`config.mk`:
```
export PLATFORM = sky130hd
export DESIGN_NAME = arbiter
export DESIGN_NICKNAME = d
export VERILOG_FILES = /design/src/verilog/common_pkg.sv /design/src/verilog/arbiter.sv /design/src/verilog/wb_demux.sv
export SDC_FILE = /design/constraint.sdc
export NUM_CORES = 1
export LEC_CHECK = 0
export ABC_AREA = 1
export BUFFER_PORTS_ARGS = -buffer_cell sky130_fd_sc_hd__buf_4
export CAP_MARGIN = 20
export CORE_MARGIN = 5
export CORE_UTILIZATION = 35
export CTS_BUF_LIST = sky130_fd_sc_hd__clkbuf_8
export DETAILED_ROUTE_END_ITERATION = 16
export PLACE_DENSITY = 0.86
export SETUP_SLACK_MARGIN = 0.2
export SLEW_MARGIN = 10
export SYNTH_ARGS = -nofsm -noshare
export SYNTH_HDL_FRONTEND = slang
export SYNTH_SLANG_ARGS = --single-unit
```
`constraint.sdc`:
```
create_clock -name wb_clock_i -period 3.1 [get_ports wb_clock_i]
set_clock_uncertainty 0.15 [all_clocks]
set_input_delay 0.62 -clock wb_clock_i [delete_from_list [all_inputs] [get_ports wb_clock_i]]
set_output_delay 0.62 -clock wb_clock_i [all_outputs]
set_load 0.1 [all_outputs]
```
`src/verilog/common_pkg.sv`:
```
// Bus widths, address and data vector types, slot wheel enum
`default_nettype none

package common_pkg;

    // Wishbone word address and data byte widths
    parameter int WB_ADDR_WIDTH = 17;
    parameter int DATA_WIDTH    = 8;

    // Address as seen by every controller and the RAM target
    typedef logic [WB_ADDR_WIDTH-1:0] wb_addr_t;

    // One data byte on the bus
    typedef logic [DATA_WIDTH-1:0] data_t;

    // Positions of the eight-slot time wheel, in rotation order.
    // Video owns four slots, the CPU two and the SPI bridge two.
    typedef enum logic [2:0] {
        SLOT_VIDEO_1 = 3'd0,
        SLOT_VIDEO_2 = 3'd1,
        SLOT_VIDEO_3 = 3'd2,
        SLOT_VIDEO_4 = 3'd3,
        SLOT_CPU_1   = 3'd4,
        SLOT_CPU_2   = 3'd5,
        SLOT_SPI_1   = 3'd6,
        SLOT_SPI_2   = 3'd7   // Reset value, so the first pulse lands on video
    } slot_e;

endpackage

`default_nettype wire
```
`src/verilog/arbiter.sv`:
```
// Slot arbiter with clock-enable divider, slot wheel, grant decode and demux instance
`timescale 1ns/1ns
`default_nettype none

module arbiter #(
    parameter int CLK_DIV = 8                  // wb_clock_i cycles per wheel step
) (
    input  logic                     wb_clock_i,
    input  logic                     arst_n_i,

    // SPI bridge controller
    input  common_pkg::wb_addr_t     spi1_addr_i,
    input  common_pkg::data_t        spi1_dout_i,
    output common_pkg::data_t        spi1_din_o,
    input  logic                     spi1_we_i,
    input  logic                     spi1_cycle_i,
    input  logic                     spi1_strobe_i,
    output logic                     spi1_stall_o,
    output logic                     spi1_ack_o,

    // Video fetch controller
    input  common_pkg::wb_addr_t     video_addr_i,
    input  common_pkg::data_t        video_dout_i,
    output common_pkg::data_t        video_din_o,
    input  logic                     video_we_i,
    input  logic                     video_cycle_i,
    input  logic                     video_strobe_i,
    output logic                     video_stall_o,
    output logic                     video_ack_o,

    // Shared Wishbone bus
    output common_pkg::wb_addr_t     wb_addr_o,
    output common_pkg::data_t        wb_dout_o,
    input  common_pkg::data_t        wb_din_i,
    output logic                     wb_we_o,
    output logic                     wb_cycle_o,
    output logic                     wb_strobe_o,
    input  logic                     wb_stall_i,
    input  logic                     wb_ack_i,

    output logic                     cpu_grant_en_o
);
    import common_pkg::*;

    localparam int DIV_BITS = $clog2(CLK_DIV);
    localparam logic [DIV_BITS-1:0] DIV_LAST = DIV_BITS'(CLK_DIV - 1);

    logic [DIV_BITS-1:0] div_cnt;
    logic                clk8_en;              // One-cycle pulse every CLK_DIV cycles
    logic                clk8_en_delay;        // Bus window, one cycle after the pulse
    slot_e               slot;

    logic video_grant;
    logic cpu_grant;
    logic spi1_grant;
    logic wbc_sel;
    logic wb_en;

    // Clock-enable divider
    always_ff @(posedge wb_clock_i or negedge arst_n_i) begin
        if (!arst_n_i) begin
            div_cnt <= '0;
            clk8_en <= 1'b0;
        end else if (div_cnt == DIV_LAST) begin
            div_cnt <= '0;
            clk8_en <= 1'b1;
        end else begin
            div_cnt <= div_cnt + 1'b1;
            clk8_en <= 1'b0;
        end
    end

    // Slot wheel steps on each pulse, window opens the cycle after
    always_ff @(posedge wb_clock_i or negedge arst_n_i) begin
        if (!arst_n_i) begin
            slot          <= SLOT_SPI_2;
            clk8_en_delay <= 1'b0;
        end else begin
            clk8_en_delay <= clk8_en;
            if (clk8_en) begin
                slot <= slot_e'(3'(slot) + 3'd1);   // Wraps from SPI_2 back to VIDEO_1
            end
        end
    end

    // Grant decode
    always_comb begin
        video_grant = 1'b0;
        cpu_grant   = 1'b0;
        spi1_grant  = 1'b0;
        case (slot)
            SLOT_VIDEO_1, SLOT_VIDEO_2, SLOT_VIDEO_3, SLOT_VIDEO_4: video_grant = 1'b1;
            SLOT_CPU_1, SLOT_CPU_2:                                 cpu_grant   = 1'b1;
            default:                                                spi1_grant  = 1'b1;
        endcase
    end

    assign wbc_sel        = spi1_grant;                             // 1 = SPI, 0 = video
    assign wb_en          = clk8_en_delay & (video_grant | spi1_grant);
    assign cpu_grant_en_o = clk8_en_delay & cpu_grant;

    wb_demux u_demux (
        .wb_clock_i   (wb_clock_i),
        .arst_n_i     (arst_n_i),
        .wbc_cycle_i  ({spi1_cycle_i,  video_cycle_i}),
        .wbc_strobe_i ({spi1_strobe_i, video_strobe_i}),
        .wbc_addr_i   ({spi1_addr_i,   video_addr_i}),
        .wbc_dout_i   ({spi1_dout_i,   video_dout_i}),
        .wbc_we_i     ({spi1_we_i,     video_we_i}),
        .wbc_din_o    ({spi1_din_o,    video_din_o}),
        .wbc_stall_o  ({spi1_stall_o,  video_stall_o}),
        .wbc_ack_o    ({spi1_ack_o,    video_ack_o}),
        .wb_cycle_o   (wb_cycle_o),
        .wb_strobe_o  (wb_strobe_o),
        .wb_addr_o    (wb_addr_o),
        .wb_dout_o    (wb_dout_o),
        .wb_we_o      (wb_we_o),
        .wb_din_i     (wb_din_i),
        .wb_stall_i   (wb_stall_i),
        .wb_ack_i     (wb_ack_i),
        .wbc_sel_i    (wbc_sel),
        .wb_en_i      (wb_en)
    );

endmodule

`default_nettype wire

```
`src/verilog/wb_demux.sv`:
```
// Two-controller Wishbone demux with request routing and owner-steered ack and read data
`timescale 1ns/1ns
`default_nettype none

module wb_demux (
    input  logic                            wb_clock_i,
    input  logic                            arst_n_i,

    // Controller side, index 1 = SPI, index 0 = video
    input  logic                 [1:0]      wbc_cycle_i,
    input  logic                 [1:0]      wbc_strobe_i,
    input  common_pkg::wb_addr_t [1:0]      wbc_addr_i,
    input  common_pkg::data_t    [1:0]      wbc_dout_i,
    input  logic                 [1:0]      wbc_we_i,
    output common_pkg::data_t    [1:0]      wbc_din_o,
    output logic                 [1:0]      wbc_stall_o,
    output logic                 [1:0]      wbc_ack_o,

    // Bus side
    output logic                            wb_cycle_o,
    output logic                            wb_strobe_o,
    output common_pkg::wb_addr_t            wb_addr_o,
    output common_pkg::data_t               wb_dout_o,
    output logic                            wb_we_o,
    input  common_pkg::data_t               wb_din_i,
    input  logic                            wb_stall_i,
    input  logic                            wb_ack_i,

    // Control from the arbiter
    input  logic                            wbc_sel_i,   // Controller that owns the window
    input  logic                            wb_en_i      // Window open
);

    logic accept;
    logic owner;           // Controller of the request waiting for its ack

    // Request path follows the selected controller
    assign wb_cycle_o  = wb_en_i & wbc_cycle_i[wbc_sel_i];
    assign wb_strobe_o = wb_en_i & wbc_strobe_i[wbc_sel_i];
    assign wb_addr_o   = wbc_addr_i[wbc_sel_i];
    assign wb_dout_o   = wbc_dout_i[wbc_sel_i];
    assign wb_we_o     = wbc_we_i[wbc_sel_i];

    assign accept = wb_cycle_o & wb_strobe_o & ~wb_stall_i;

    // Target acks exactly one cycle after acceptance, so one owner bit is enough
    always_ff @(posedge wb_clock_i or negedge arst_n_i) begin
        if (!arst_n_i) begin
            owner <= 1'b0;
        end else if (accept) begin
            owner <= wbc_sel_i;
        end
    end

    always_comb begin
        for (int i = 0; i < 2; i++) begin
            // Only the window owner sees the bus stall, the other one waits
            wbc_stall_o[i] = ~(wb_en_i & (wbc_sel_i == 1'(i))) | wb_stall_i;

            // Ack and data go back to the owner, even after the window closed
            wbc_ack_o[i]   = wb_ack_i & (owner == 1'(i));
            wbc_din_o[i]   = (owner == 1'(i)) ? wb_din_i : '0;
        end
    end

endmodule

`default_nettype wire

```
==> flow_metrics.env <==
export IMPL_setup_viol=0
export IMPL_cp_max_fo=29
export IMPL_grt_usage_pct=17.7
export IMPL_layout_drive_gt1_share_pct=45.2
export IMPL_drtIter0Drc=59
export IMPL_cts_inserted_buffers=3
export IMPL_placedCellCount=305
export IMPL_io_pins=117
export IMPL_postSynthRegisterBits=9
export IMPL_cpMostUsedCell="nand2_1"
export IMPL_die_area_um2=3710
export IMPL_fin_util_pct=73.1
export IMPL_p_int_uw=299
export IMPL_crit_path_cell_trace="nand2_2 -> inv_6 -> nand2_1 -> nand2_1 -> buf_4"
export IMPL_dp_worst_setup_slack_ns=0.642
export IMPL_power_leakage_nw=1.23
export IMPL_die_x_um=60.9
export IMPL_cts_resized_gates=0
export IMPL_status="complete, no violations"
export IMPL_path_depth=5
export IMPL_critPathTopFamily="buffers and inverters"
export IMPL_holdCritPathClass="input port to async pin"
export IMPL_worstMarginPinSlew_ns=0.558
export IMPL_vias_per_cell=4.24
export IMPL_power_density_nw_per_um2=317
export IMPL_yosysSeqAreaShare_pct=25.2
export IMPL_syn_area_um2=907
export IMPL_maxCapViolCount=0
export IMPL_wl_per_cell_um=11.6
export IMPL_power_switching_uw=276
export IMPL_clkLatencyLatePin_ns=0.23
export IMPL_crit_type="register to output pin"
export IMPL_synth_simple_area_share_pct=50.3
export IMPL_cts_max_path_buffers=2
export IMPL_wl_met1_um=1240
export IMPL_muxShareOfSynthArea_pct=0
export IMPL_post_cts_buffers=0
export IMPL_h_tree_depth=1
export IMPL_final_hold_violation_count=0
export IMPL_numClockSinks=9
export IMPL_setup_ws_ns=0.403
export IMPL_antenna_found_initial=0
export IMPL_synth_cells=166
export IMPL_layout_commonest_cell="buf_4"
export IMPL_critPathRequiredTime_ns=2.33
export IMPL_syn_nets=237
export IMPL_top_layer_used="met4"
export IMPL_die_h_um=60.9
export IMPL_clock_tree_root_cell="clkbuf_8"
export IMPL_crit_start="slot[2]"
export IMPL_drt_first_pass_iters=4
export IMPL_slowest_delay_ns=0.58
export IMPL_area_delta_synth_final_pct=99.7
export IMPL_core_area_um2=2480
export IMPL_slowest_stage="dfstp_2"
export IMPL_pwr_share_comb_pct=56.6
export IMPL_grt_pass1_wl_um=5030
export IMPL_vias=1311
export IMPL_crit_buf_inv=2
export IMPL_synth_warnings=0
export IMPL_synth_top_family_by_area="simple AND/OR/NAND/NOR gates"
export IMPL_hpwl_um=3010
export IMPL_worstRegToRegCells=6
export IMPL_end_kind="output pin"
export IMPL_slew_headroom_pct=62.7
export IMPL_grt_max_degree=30
export IMPL_synthXorXnorAreaFrac_pct=1.93
export IMPL_pwr_share_seq_pct=20.6
export IMPL_pwr_share_clk_pct=22.8
export IMPL_rsz0062_at_grt="false"
export IMPL_cts_tree="yes"
export IMPL_peakVddDrop_uv=307
export IMPL_grt_overflow=0
export IMPL_start_util_pct=36.6
export IMPL_grt_pass1_vias=1124
export IMPL_fin_nets=351
export IMPL_hold_buffers=0
export IMPL_crit_arrival_ns=1.93
export IMPL_synth_compound_area_share_pct=1.10
export IMPL_io_buffers=116
export IMPL_fin_cells=309
export IMPL_avgSynthCellArea_um2=5.46
export IMPL_synthAdderAreaFrac_pct=4.14
export IMPL_rows=18
export IMPL_wl_met3_um=441
export IMPL_final_setup_tns_ns=0
export IMPL_ys_types=17
export IMPL_gp_congestion=0.830
export IMPL_drc=0
export IMPL_finalCriticalPeriod_ns=2.70
export IMPL_worstSetupStartpointType="register"
export IMPL_slew_violations=0
export IMPL_timing_hold_ws_ns=0.0482
export IMPL_n_antenna_cell=0
export IMPL_path_clk_slew_ns=0.04
export IMPL_dr_wl_met2_um=1860
export IMPL_drtAntennaViolNets=0
export IMPL_final_period_utilization_pct=87.0
export IMPL_fillers=232
export IMPL_r2r_start="slot[2]"
export IMPL_clock_fmax_mhz=371
export IMPL_p_sw_share_pct=47.9
export IMPL_final_cell_mix="buf_4 (116), nand2_1 (95), inv_1 (26), nor2_1 (12), dfrtp_1 (6)"
export IMPL_routed_wl_um=3580
-- kinds of logic after synthesis --
family	after synthesis
AND/OR/NAND/NOR	117
buffers and inverters	33
flip-flops	9
adder cells (fa/ha/maj)	3
AO/OA/AOI/OAI	2
XOR/XNOR	2
-- Yosys cell counts --
library cell	instances	area, um^2
a21oi_1	1	5.00
nand4_1	1	6.26
buf_6	3	33.8
dfrtp_1	6	150
nand3_1	5	25.0
nand2_1	95	357
nand2_2	2	12.5
dfstp_2	3	78.8
inv_6	1	8.76
buf_2	4	20.0
o21ai_0	1	5.00
and2_1	1	6.26
nor2_1	12	45.0
nor3_1	1	5.00
xor2_1	2	17.5
ha_1	3	37.5
inv_1	25	93.8
-- path summary, 6_finish.rpt --
path	to	slack, ns
setup / recovery	wb_addr_o[8]	0.40
hold / removal	div_cnt[0]	0.05
setup reg to reg	u_demux.owner	1.36
hold reg to reg	div_cnt[0]	0.28
max in group asynchronous	slot[2]	2.54
min in group wb_clock_i	div_cnt[0]	0.28
-- through the flow --
stage / total power [mW] / cell area [um^2]
CTS: 0.580 / 1810
detailed placement: 0.446 / 1770
global placement: 0.445 / 1770
global route: 0.594 / 1810
finish: 0.575 / 1810
floorplan: 0.336 / 912
-- registers in the layout, indices dropped and copies added, names as in the netlist --
| name | cells |
|---|---|
| clk8_en | 1 |
| div_cnt | 3 |
| clk8_en_delay | 1 |
| slot | 3 |
| u_demux.owner | 1 |
-- power groups by stage --
stage	combinational, mW	clock [mW]	sequential (mW)
floorplan	0.216	0	0.120
global placement	0.325	0	0.120
detailed placement	0.327	0	0.120
CTS	0.327	0.135	0.118
global route	0.338	0.138	0.118
finish	0.325	0.131	0.118
-- routing by layer --
metal | vias to the layer above | track usage, %
li1 | 707 | -
met1 | 535 | 19.7
met2 | 63 | 33.3
met3 | 6 | 3.83
met4 | 0 | 5.57
met5 | - | 0
-- cell type report --
class	instances	area, um^2	area share, %
Tap cell	30	37.5	2.07
Clock inverter	1	3.75	0.207
Timing Repair Buffer	116	871	48.1
Clock buffer	3	41.3	2.28
Multi-Input combinational cell	124	527	29.1
Inverter	26	103	5.66
Sequential cell	9	229	12.6
(Power assumes the default switching activity.)
